[src/verilog/dispatch_pkg.sv]
package dispatch_pkg;

    // Core geometry
    localparam int NUM_THREADS = 4;
    localparam int XLEN        = 32;
    localparam int NW_BITS     = 2;
    localparam int NT_BITS     = 2;
    localparam int NR_BITS     = 5;

    // Instruction fields
    localparam int UUID_BITS   = 16;
    localparam int OP_BITS     = 4;
    localparam int MOD_BITS    = 3;

    localparam int NUM_UNITS   = 4;

    // Also used as index into the per-unit arrays
    typedef enum logic [1:0] {
        EX_ALU = 2'd0,
        EX_LSU = 2'd1,
        EX_FPU = 2'd2,
        EX_SFU = 2'd3
    } ex_unit_e;

    // Packet from operand collection
    typedef struct packed {
        logic [UUID_BITS-1:0]              uuid;
        logic [NW_BITS-1:0]                wid;
        logic [NUM_THREADS-1:0]            tmask;
        logic [OP_BITS-1:0]                op_type;
        logic [MOD_BITS-1:0]               op_mod;
        logic                              use_pc;
        logic                              use_imm;
        logic                              wb;
        logic [XLEN-1:0]                   pc;
        logic [XLEN-1:0]                   imm;
        logic [NR_BITS-1:0]                rd;
        logic [NUM_THREADS-1:0][XLEN-1:0]  rs1_data;
        logic [NUM_THREADS-1:0][XLEN-1:0]  rs2_data;
        logic [NUM_THREADS-1:0][XLEN-1:0]  rs3_data;
        ex_unit_e                          ex_type;
    } operands_t;

    // Packet as an execution unit sees it
    typedef struct packed {
        logic [UUID_BITS-1:0]              uuid;
        logic [NW_BITS-1:0]                wid;
        logic [NUM_THREADS-1:0]            tmask;
        logic [OP_BITS-1:0]                op_type;
        logic [MOD_BITS-1:0]               op_mod;
        logic                              use_pc;
        logic                              use_imm;
        logic                              wb;
        logic [XLEN-1:0]                   pc;
        logic [XLEN-1:0]                   imm;
        logic [NR_BITS-1:0]                rd;
        logic [NUM_THREADS-1:0][XLEN-1:0]  rs1_data;
        logic [NUM_THREADS-1:0][XLEN-1:0]  rs2_data;
        logic [NUM_THREADS-1:0][XLEN-1:0]  rs3_data;
        logic [NT_BITS-1:0]                tid;
    } dispatch_t;

endpackage
[src/verilog/stall_counters.sv]
`timescale 1ns/1ps

module stall_counters import dispatch_pkg::*; #(
    parameter int ISSUE_WIDTH   = 2,
    parameter int PERF_CTR_BITS = 16
) (
    input  logic                                    clk,
    input  logic                                    reset,

    input  logic     [ISSUE_WIDTH-1:0]              op_valid,
    input  logic     [ISSUE_WIDTH-1:0]              op_ready,
    input  ex_unit_e [ISSUE_WIDTH-1:0]              op_unit,

    output logic     [NUM_UNITS-1:0][PERF_CTR_BITS-1:0] stall_count
);

    logic [ISSUE_WIDTH-1:0]                    lane_stall;
    logic [NUM_UNITS-1:0][PERF_CTR_BITS-1:0]   stall_sum;
    logic [NUM_UNITS-1:0][PERF_CTR_BITS-1:0]   count_r;

    assign lane_stall = op_valid & ~op_ready;

    // Stalled lanes per unit type this cycle
    always_comb begin
        stall_sum = '0;
        for (int u = 0; u < NUM_UNITS; u++) begin
            for (int i = 0; i < ISSUE_WIDTH; i++) begin
                if (lane_stall[i] && (op_unit[i] == ex_unit_e'(u))) begin
                    stall_sum[u] = stall_sum[u] + PERF_CTR_BITS'(1);
                end
            end
        end
    end

    // Wraps naturally at the counter width
    always_ff @(posedge clk) begin
        if (reset) begin
            count_r <= '0;
        end else begin
            for (int u = 0; u < NUM_UNITS; u++) begin
                count_r[u] <= count_r[u] + stall_sum[u];
            end
        end
    end

    assign stall_count = count_r;

endmodule

[config.mk]
export PLATFORM = sky130hd
export DESIGN_NAME = stall_counters
export DESIGN_NICKNAME = d
export VERILOG_FILES = /design/src/verilog/dispatch_pkg.sv /design/src/verilog/stall_counters.sv
export SDC_FILE = /design/constraint.sdc
export NUM_CORES = 1
export LEC_CHECK = 0
export BUFFER_PORTS_ARGS = -buffer_cell sky130_fd_sc_hd__buf_2
export CAP_MARGIN = 20
export CORE_MARGIN = 3
export CORE_UTILIZATION = 55
export CTS_BUF_LIST = sky130_fd_sc_hd__clkbuf_8
export CTS_CLUSTER_DIAMETER = 200
export DETAILED_ROUTE_END_ITERATION = 10
export HOLD_SLACK_MARGIN = 0.02
export PLACE_DENSITY = 0.82
export SLEW_MARGIN = 10
export SYNTH_ARGS = -nofsm -noshare
export SYNTH_HDL_FRONTEND = slang
export SYNTH_SLANG_ARGS = --single-unit
[constraint.sdc]
create_clock -name clk -period 3.8 [get_ports clk]
set_clock_uncertainty 0.05 [all_clocks]
set_input_delay 0.38 -clock clk [delete_from_list [all_inputs] [get_ports clk]]
set_output_delay 0.38 -clock clk [all_outputs]
set_load 0.1 [all_outputs]
==> results of run 1 <==
==> cells in the final DEF, fill, tap and decap left out, types with 13 or more instances in the layout <==
| cell | instances |
|---|---|
| nor2b_1 | 15 |
| xor2_1 | 25 |
| xnor2_1 | 15 |
| nand4_1 | 21 |
| buf_2 | 73 |
| nand2_1 | 14 |
| nand3_1 | 13 |
| inv_1 | 19 |
| dfxtp_1 | 64 |
| a21oi_1 | 13 |
| nor2_1 | 53 |
==> power by group <==
| part | internal [mW] | switching [mW] | total [mW] |
|---|---|---|---|
| Combinational | 0.0154 | 0.0505 | 0.0659 |
| Sequential | 0.675 | 0.00240 | 0.677 |
| Clock | 0.279 | 0.229 | 0.508 |
| Total | 0.969 | 0.282 | 1.25 |
==> path summary, 6_finish.rpt <==
kind	endpoint	slack (ns)	depth (start not counted)
max	stall_count[14]$_SDFF_PP0_	1.34	11
min	stall_count[15]$_SDFF_PP0_	0.43	2
max reg2reg	stall_count[14]$_SDFF_PP0_	1.78	7
min reg2reg	stall_count[15]$_SDFF_PP0_	0.43	2
==> cell families (layout without fill, tap and decap cells) <==
kind of cell	count (synthesis)	in the layout	synth area share (%)
buf+inv	28	105	4.26
compound gates	26	26	4.84
xor+xnor	40	40	11.6
simple gates	158	158	28.2
mux	3	3	1.12
flops	64	64	42.4
fa+ha+maj	16	16	7.62
==> tightest hold or removal path: stages (launching register included) <==
cell	delay (ns)
dfxtp_1	0.31
o21ai_0	0.06
a21oi_1	0.06
==> metrics by stage <==
step	hold slack, ns	setup WS (ns)
after floorplan	0.523	1.14
after global placement	0.415	1.03
after detailed placement	0.429	0.963
after CTS	0.437	1.31
after global routing	0.452	1.15
final	0.431	1.34
==> layout make-up <==
cell class	count	share of cell area, %
Clock buffer	12	4.58
Clock inverter	2	0.208
Inverter	17	1.77
Multi-Input combinational cell	243	44.8
Sequential cell	64	35.6
Tap cell	70	2.43
Timing Repair Buffer	74	10.7
==> per-layer routing <==
layer	vias to the layer above	share of wire [%]	routed length [microns]
li1	1294	-	-
met1	1191	45	2660
met2	80	46	2720
met3	10	7.6	454
met4	0	1.9	113
met5	-	0	0
==> metrics.cfg, run 1 <==
[run_status]
status = completed

[floorplanning]
row_count = 26
die-area_sq_um = 6420
initial_core_util_pct = 58.1
die_height_microns = 80.1
core-area_sq_um = 5200
die_width_microns = 80.1
io_pins = 74

[critical_path]
path_cells = buf_2 > nor2b_1 > nor3b_1 > ha_1 > ha_1 > inv_1 > fa_1 > nor2b_1 > nand4_1 > or3_1 > a21oi_1
worstSetupPathType = in -> reg
critical_path.endpoint_type = flip-flop
crit_path_max_incr_delay_ns = 0.38
cp-start-kind = primary input
critPathMaxFanout = 7
crit_slowest_cell = nor2b_1
crit_arrival_ns = 2.68
critPathLaunch = op_ready[0]
r2r_start = stall_count[0]$_SDFF_PP0_
crit_family = simple AND/OR/NAND/NOR gates
required_ns = 4.01
cp_num_buf_inv = 2

[clock_tree]
clock-root-buffer = clkbuf_8
cts_buffers = 9
clk_pin_slew_worst_paths_ns = 0.06
cts_resized = 0
cts_sinks = 64
cts_tree = done
ctsHtreeMaxLevel = 3
cts_buffer_depth = 2
postCtsHoldBufs = 0
clkLatencyLatePin_ns = 0.32
cts_setup_buffers = 0

[logic_synthesis]
synth_edf_count = 0
syn_area_sq_um = 3020
syn_avg_cell_area_sq_um = 9.02
syn_inst = 335
synth_nets = 361
yosysWarnings = 0
async_reset_ff_share_pct = 0
ys.flop_type = dfxtp_1
synth.area.top_cells = dfxtp_1, xor2_1, nor2_1, ha_1, nand4_1
netlist-cell-type-count = 35
synth_top_cell_by_area = dfxtp_1
synth.most_common_cell = dfxtp_1
ys_ff_latch = 64
ys_seq_area_share_pct = 42.4
synth_common_cells = dfxtp_1, nor2_1, xor2_1
synth_top_area_share_pct = 42.4

[final_layout]
nFillCells = 427
final_cells = 482
fin_util_pct = 69.2
seq_area_sq_um = 1280
diodes = 0
drive_gt1_share_pct = 22.6
multiInputGateArea_sq_um = 1610
layout.nets = 435
largest_reg_flops = 64
area_delta_synth_final_pct = 19.2
final_area_sq_um = 3600

[global_route]
use_met2_pct = 32.9
grt_pass1_wl_microns = 10400
antenna_found_initial = 0
grt.overflow.total = 0
gr-usage-met3_pct = 5.94
first_global_vias = 2337
grt-busiest-layer = met2
grt_util_met1_pct = 24.9
grt_max_degree = 42
grt_use_total_pct = 20.4

[place]
portBuffers = 73
place_congestion = 0.775
hpwl_microns = 4410
place_area_sq_um = 3430
dp.cells = 468

[routing]
ant_nets = 0
drtPass1Iterations = 4
post_drt_wl_per_cell_microns = 12.3
drc = 0
vias = 2575
viasPerCell = 5.34
drt_iter0_drc = 81
wirelength_microns = 5940

[sta]
period_share_pct = 64.9
period_minus_slack_ns = 2.46
setup_violations = 0
worstMarginPinSlew_ns = 0.526
final_hold_viol_count = 0
fmax_ghz = 0.406
rsz0062_at_grt = false
maxSlewHeadroom_pct = 64.9
tns_ns = 0
final_max_slew_viol_count = 0

[pwr]
total_power_mw = 1.25
power.leakage_nw = 1.57
vdd_drop_max_v = 0.000230
powerDensity_nw_per_um2 = 347

[run]
max_cap_viol_count = 0

[min_path]
min-delay-path-class = reg -> reg
hold_start = stall_count[15]$_SDFF_PP0_

No activity file was read; power rests on OpenSTA's default activity.
==> inputs of run 2 (changes only) <==
==> constraint.sdc (replaced) <==
create_clock -name clk -period 2.4 [get_ports clk]
set_clock_uncertainty 0.05 [all_clocks]
set_input_delay 0.24 -clock clk [delete_from_list [all_inputs] [get_ports clk]]
set_output_delay 0.24 -clock clk [all_outputs]
set_load 0.1 [all_outputs]
==> metrics.cfg, run 2 (synthesis results as in run 1) <==
[global_route]
grt_use_total_pct = 20.1  ; -0.26 points
antenna_found_initial = 0  ; unchanged
first_global_vias = 2371  ; +1.5%
grt_pass1_wl_microns = 10200  ; -1.3%
grt.overflow.total = 0  ; unchanged
grt_max_degree = 36  ; -14%

[place]
place_congestion = 0.817  ; +5.4%
portBuffers = 73  ; unchanged
dp.cells = 480  ; +2.6%
hpwl_microns = 4540  ; +3.0%
post-place-ws_ns = -0.0718  ; -1.04 ns

[routing]
vias = 2608  ; +1.3%
drc = 0  ; unchanged
drtPass1Iterations = 4  ; unchanged
post_drt_wl_per_cell_microns = 12.6  ; +1.9%
ant_nets = 0  ; unchanged
wirelength_microns = 6200  ; +4.4%
drt_iter0_drc = 59  ; -27%
viasPerCell = 5.28  ; -1.2%

[clock_tree]
postCtsHoldBufs = 0  ; unchanged
cts_buffers = 9  ; unchanged
clock-root-buffer = clkbuf_8
cts_tree = done
cts_resized = 0  ; unchanged
cts_setup_buffers = 0  ; unchanged
cts_sinks = 64  ; unchanged
clkLatencyLatePin_ns = 0.33  ; about the same
cts_buffer_depth = 2  ; unchanged
clk_pin_slew_worst_paths_ns = 0.06  ; about the same
ctsHtreeMaxLevel = 3  ; unchanged

[final_layout]
fin_util_pct = 70.8  ; +1.6 points
nFillCells = 448  ; +4.9%
final_cells = 494  ; +2.5%
drive_gt1_share_pct = 26.4  ; +3.8 points
largest_reg_flops = 64  ; unchanged
area_delta_synth_final_pct = 21.9
final_cell_mix = buf_2, dfxtp_1, nor2_1, xor2_1, nand4_1
diodes = 0  ; unchanged
final_common_cell = buf_2
layout.nets = 447  ; +2.8%

[pwr]
p_seq_share_pct = 55.6  ; +1.5 points
clockPowerShare_pct = 38.8  ; -1.8 points
netSwitchingFraction_pct = 23.6  ; +1.0 points
intPower_mw = 1.47  ; +52%
power.leakage_nw = 1.62  ; +3.6%
powerDensity_nw_per_um2 = 524  ; +51%
vdd_drop_max_v = 0.000335  ; +46%
power_frac_comb_pct = 5.5  ; +0.2 points
p_sw_uw = 455  ; +61%

[min_path]
min-delay-path-class = in -> reg
hold_start = reset

[sta]
worstMarginPinSlew_ns = 0.653  ; +0.127 ns
period_minus_slack_ns = 2.13
final_max_slew_viol_count = 0  ; unchanged
period_share_pct = 88.7
setup_violations = 0  ; unchanged
setup_slack_ns = 0.271  ; -1.06 ns
maxSlewHeadroom_pct = 56.5  ; -8.4 points
rsz0062_at_grt = false
final_hold_viol_count = 0  ; unchanged
fmax_ghz = 0.470

[floorplanning]
row_count = 26  ; unchanged
core-area_sq_um = 5200  ; unchanged
io_pins = 74  ; unchanged
die_height_microns = 80.1  ; unchanged
die-area_sq_um = 6420  ; unchanged
die_width_microns = 80.1  ; unchanged
initial_core_util_pct = 58.1  ; unchanged

[critical_path]
required_ns = 2.57  ; -1.44 ns
crit_family = simple AND/OR/NAND/NOR gates
worstSetupPathType = in -> reg
critPathLaunch = op_valid[1]
critical_path.endpoint_type = flip-flop
path_cells = buf_2 > nor2b_1 > and3b_1 > ha_1 > ha_1 > inv_1 > fa_1 > nand4b_1 > nor4b_1 > xnor2_1 > nor2_1
critPathMaxFanout = 3  ; -4
worst_path_most_repeated_cell = ha_1
cp_num_buf_inv = 2  ; unchanged
crit_slowest_cell = fa_1
r2r_start = stall_count[16]$_SDFF_PP0_
crit_path_max_incr_delay_ns = 0.38  ; about the same
cp-start-kind = primary input
crit_arrival_ns = 2.30  ; -0.38 ns

[run_status]
status = completed

[run]
max_cap_viol_count = 0  ; unchanged

-- run 2: cell count changes in the layout (fill, tap and decap cells not counted) --
cell	change
clkbuf_8	-2
inv_1	+1
dfxtp_1	-8
buf_4	+12
clkinv_2	+1
dfxtp_2	+8
-- run 2: routing by layer --
metal,up-vias,share of wire [%],global-route usage (%)
met5,-,0,0
met4,0,1.6,8.45
met3,11,6.9,5.16
met2,79,47,33.0
met1,1197,45,24.9
li1,1321,-,-
-- run 2: path summary, 6_finish.rpt --
| kind | slack (ns) | cells after the start | end |
|---|---|---|---|
| setup / recovery | 0.27 | 11 | stall_count[30]$_SDFF_PP0_ |
| hold / removal | 0.37 | 2 | stall_count[1]$_SDFF_PP0_ |
| setup reg to reg | 0.54 | 7 | stall_count[30]$_SDFF_PP0_ |
| hold reg to reg | 0.43 | 2 | stall_count[15]$_SDFF_PP0_ |
-- run 2: power groups by stage --
stage	registers, mW	clock network [mW]	logic, mW
detailed placement	1.10	0	0.108
CTS	1.07	0.776	0.108
finish	1.07	0.750	0.107
floorplan	1.14	0	0.0352
global placement	1.10	0	0.106
global route	1.07	0.815	0.116
-- run 2: area by class of cell --
| cell class | instances | area (sq um) | area share, % |
|---|---|---|---|
| multi-input cells | 243 | 1610 | 43.8 |
| flip-flops and latches | 64 | 1290 | 35.0 |
| repair buffers | 86 | 475 | 12.9 |
| clock buffers | 10 | 138 | 3.74 |
| well taps | 70 | 87.6 | 2.38 |
| inverters | 17 | 63.8 | 1.73 |
| clock inverters | 4 | 16.3 | 0.441 |
-- run 2: through the flow --
stage / power [mW] / hold slack [ns] / cell area [sq um] / setup TNS, ns
3_5_place_dp: 1.21 / 0.427 / 3530 / -0.546
4_1_cts: 1.96 / 0.353 / 3680 / 0
5_1_grt: 2.01 / 0.400 / 3680 / 0
3_3_place_gp: 1.20 / 0.415 / 3530 / -0.160
2_1_floorplan: 1.18 / 0.376 / 3030 / 0
6_report: 1.93 / 0.367 / 3680 / 0
-- run 2: worst reg2reg max path, stage by stage, from the launching register on --
cell and delay, ns:
dfxtp_2 0.32, ha_1 0.15, inv_1 0.05, fa_1 0.38
nand4b_1 0.24, nor4b_1 0.35, xnor2_1 0.16, nor2_1 0.05
==> inputs of run 3 (changes only) <==
--- a/config.mk
+++ b/config.mk
@@ -7,13 +7,15 @@
 export LEC_CHECK = 0
 export BUFFER_PORTS_ARGS = -buffer_cell sky130_fd_sc_hd__buf_2
 export CAP_MARGIN = 20
+export CELL_PAD_IN_SITES_DETAIL_PLACEMENT = 0
+export CELL_PAD_IN_SITES_GLOBAL_PLACEMENT = 1
 export CORE_MARGIN = 3
-export CORE_UTILIZATION = 55
+export CORE_UTILIZATION = 41
 export CTS_BUF_LIST = sky130_fd_sc_hd__clkbuf_8
 export CTS_CLUSTER_DIAMETER = 200
 export DETAILED_ROUTE_END_ITERATION = 10
 export HOLD_SLACK_MARGIN = 0.02
-export PLACE_DENSITY = 0.82
+export PLACE_DENSITY = 0.92
 export SLEW_MARGIN = 10
 export SYNTH_ARGS = -nofsm -noshare
 export SYNTH_HDL_FRONTEND = slang
==> metrics.cfg, run 3 (synthesis results as in run 1) <==
[pwr]
power.leakage_nw = 1.62  ; about the same
vdd_drop_max_v = 0.000308  ; -7.9%
clockPowerShare_pct = 43.0  ; +4.2 points
intPower_mw = 1.59  ; +7.7%
power_frac_comb_pct = 5.1  ; -0.4 points
total_power_mw = 2.07  ; +7.2%
p_seq_share_pct = 51.9  ; -3.7 points
netSwitchingFraction_pct = 23.3  ; -0.32 points
powerDensity_nw_per_um2 = 553  ; +5.7%
p_sw_uw = 481  ; +5.7%

[clock_tree]
clk_pin_slew_worst_paths_ns = 0.07  ; about the same
clkLatencyLatePin_ns = 0.33  ; about the same
cts_tree = done
postCtsHoldBufs = 0  ; unchanged
clock-root-buffer = clkbuf_8
ctsHtreeMaxLevel = 3  ; unchanged
cts_sinks = 64  ; unchanged
cts_buffer_depth = 2  ; unchanged
cts_buffers = 9  ; unchanged

[final_layout]
drive_gt1_share_pct = 26.7  ; +0.30 points
area_delta_synth_final_pct = 23.7
final_area_sq_um = 3740  ; +1.5%
final_common_cell = buf_2
layout.nets = 445  ; -0.45%
largest_reg_flops = 64  ; unchanged
diodes = 0  ; unchanged
final_cell_mix = buf_2, dfxtp_1, nor2_1, xor2_1, nand4_1

[critical_path]
crit_slowest_cell = fa_1
worst_path_most_repeated_cell = ha_1
r2r_start = stall_count[16]$_SDFF_PP0_
path_cells = buf_2 > nor2b_1 > and3b_1 > ha_1 > ha_1 > inv_1 > fa_1 > nand4b_1 > nor4b_1 > xnor2_1 > nor2_1
critPathMaxFanout = 4  ; +1
critPathLaunch = op_valid[1]
rr_worst_depth = 7  ; unchanged
critical_path.endpoint_type = flip-flop
crit_arrival_ns = 2.33  ; +0.03 ns
required_ns = 2.53  ; -0.04 ns
reg2reg_to = stall_count[30]$_SDFF_PP0_
reg2reg_slack_ns = 0.50  ; -0.04 ns
worstSetupPathType = in -> reg
crit_path_max_incr_delay_ns = 0.37  ; about the same
cp-start-kind = primary input

[global_route]
grt_use_total_pct = 15.8  ; -4.3 points
use_met2_pct = 23.7  ; -9.4 points
first_global_vias = 2291  ; -3.4%
grt.overflow.total = 0  ; unchanged
gr-usage-met3_pct = 5.25  ; +0.093 points
grt_util_met1_pct = 21.6  ; -3.3 points
antenna_found_initial = 0  ; unchanged
grt-busiest-layer = met2
grt_pass1_wl_microns = 10900  ; +6.2%
grt_max_degree = 38  ; +5.6%

[routing]
vias = 2588  ; -0.77%
wirelength_microns = 6450  ; +3.9%
viasPerCell = 4.99  ; -5.5%
ant_nets = 0  ; unchanged
drc = 0  ; unchanged
drtPass1Iterations = 4  ; unchanged
drt_iter0_drc = 50  ; -15%
post_drt_wl_per_cell_microns = 12.4  ; -1.1%

[sta]
period_share_pct = 91.4  ; +2.7 points
final_max_slew_viol_count = 0  ; unchanged
worstMarginPinSlew_ns = 0.685  ; +0.0329 ns
setup_violations = 0  ; unchanged
period_minus_slack_ns = 2.19  ; +0.0656 ns
tns_ns = 0  ; unchanged
fmax_ghz = 0.456  ; -3.0%
final_hold_viol_count = 0  ; unchanged
rsz0062_at_grt = false
maxSlewHeadroom_pct = 54.3  ; -2.2 points

[run_status]
status = completed

[min_path]
worstHoldEndpoint = stall_count[24]$_SDFF_PP0_
min-delay-path-class = in -> reg
hold_depth = 2  ; unchanged
hold_start = reset

[place]
hpwl_microns = 4700  ; +3.6%
portBuffers = 73  ; unchanged
place_area_sq_um = 3550  ; +0.50%
place_congestion = 0.763  ; -6.6%

[floorplanning]
initial_core_util_pct = 43.3  ; -15 points
io_pins = 74  ; unchanged
die_width_microns = 91.9  ; +15%
row_count = 30  ; +15%
die_height_microns = 91.9  ; +15%
core-area_sq_um = 6980  ; +34%
die-area_sq_um = 8440  ; +31%

[run]
max_cap_viol_count = 0  ; unchanged

## run 3: cell count changes in the layout (fill, tap and decap cells not counted), sizes merged
cell      delta
buf          -2
bufinv       +1
clkinvlp     +1
inv          -1
## run 3: layer usage
metal	vias up	part of all wire, %
met1	1199	48
met3	9	7.1
met2	70	44
li1	1310	-
met5	-	0
met4	0	1.2
## run 3: power groups by stage
stage	Combinational, mW	Sequential [mW]	Clock [mW]
6_report	0.106	1.07	0.890
5_1_grt	0.117	1.07	0.968
4_1_cts	0.108	1.07	0.926
3_5_place_dp	0.107	1.10	0
3_3_place_gp	0.106	1.10	0
2_1_floorplan	0.0352	1.14	0
## run 3: cell type report
cell class / instances / area (sq um)
inverters: 17 / 63.8
fillers: 685 / 3240
repair buffers: 84 / 460
well taps: 96 / 120
clock inverters: 5 / 50.0
flip-flops and latches: 64 / 1290
clock buffers: 10 / 138
multi-input cells: 243 / 1620
## run 3: how the worst max path moves through the flow
stage / end / slack (ns) / cells past startpoint
3_3_place_gp: stall_count[30]$_SDFF_PP0_ / -0.09 / 11
6_report: stall_count[30]$_SDFF_PP0_ / 0.21 / 11
2_1_floorplan: stall_count[30]$_SDFF_PP0_ / 0.04 / 10
4_1_cts: stall_count[14]$_SDFF_PP0_ / 0.18 / 11
5_1_grt: stall_count[14]$_SDFF_PP0_ / 0.02 / 11
3_5_place_dp: stall_count[14]$_SDFF_PP0_ / -0.17 / 11
## run 3: metrics by stage
stage          std cells  utilization, %  hold WS (ns)  worst slack [ns]
2_1_floorplan        335               -         0.376            0.0370
3_3_place_gp         504            50.8         0.416           -0.0854
3_5_place_dp         504            50.8         0.435            -0.169
4_1_cts              519            53.5         0.369             0.179
5_1_grt              519            53.5         0.409            0.0164
6_report             519            53.5         0.380             0.205
## run 3: timing repair
| item | 4_1_cts | 5_1_grt |
|---|---|---|
| endpoints found under the setup margin | 0 | 1 |
| gates resized for setup | 0 | 1 |
| setup buffers | 0 | 0 |
## run 3: worst max-delay path, delay by kind of cell
kind,cells,cell delay (ns)
xor gates and xnor gates,1,0.16
adders and majority gates,3,0.79
buffers and inverters,2,0.14
and+or+nand+nor,5,0.98
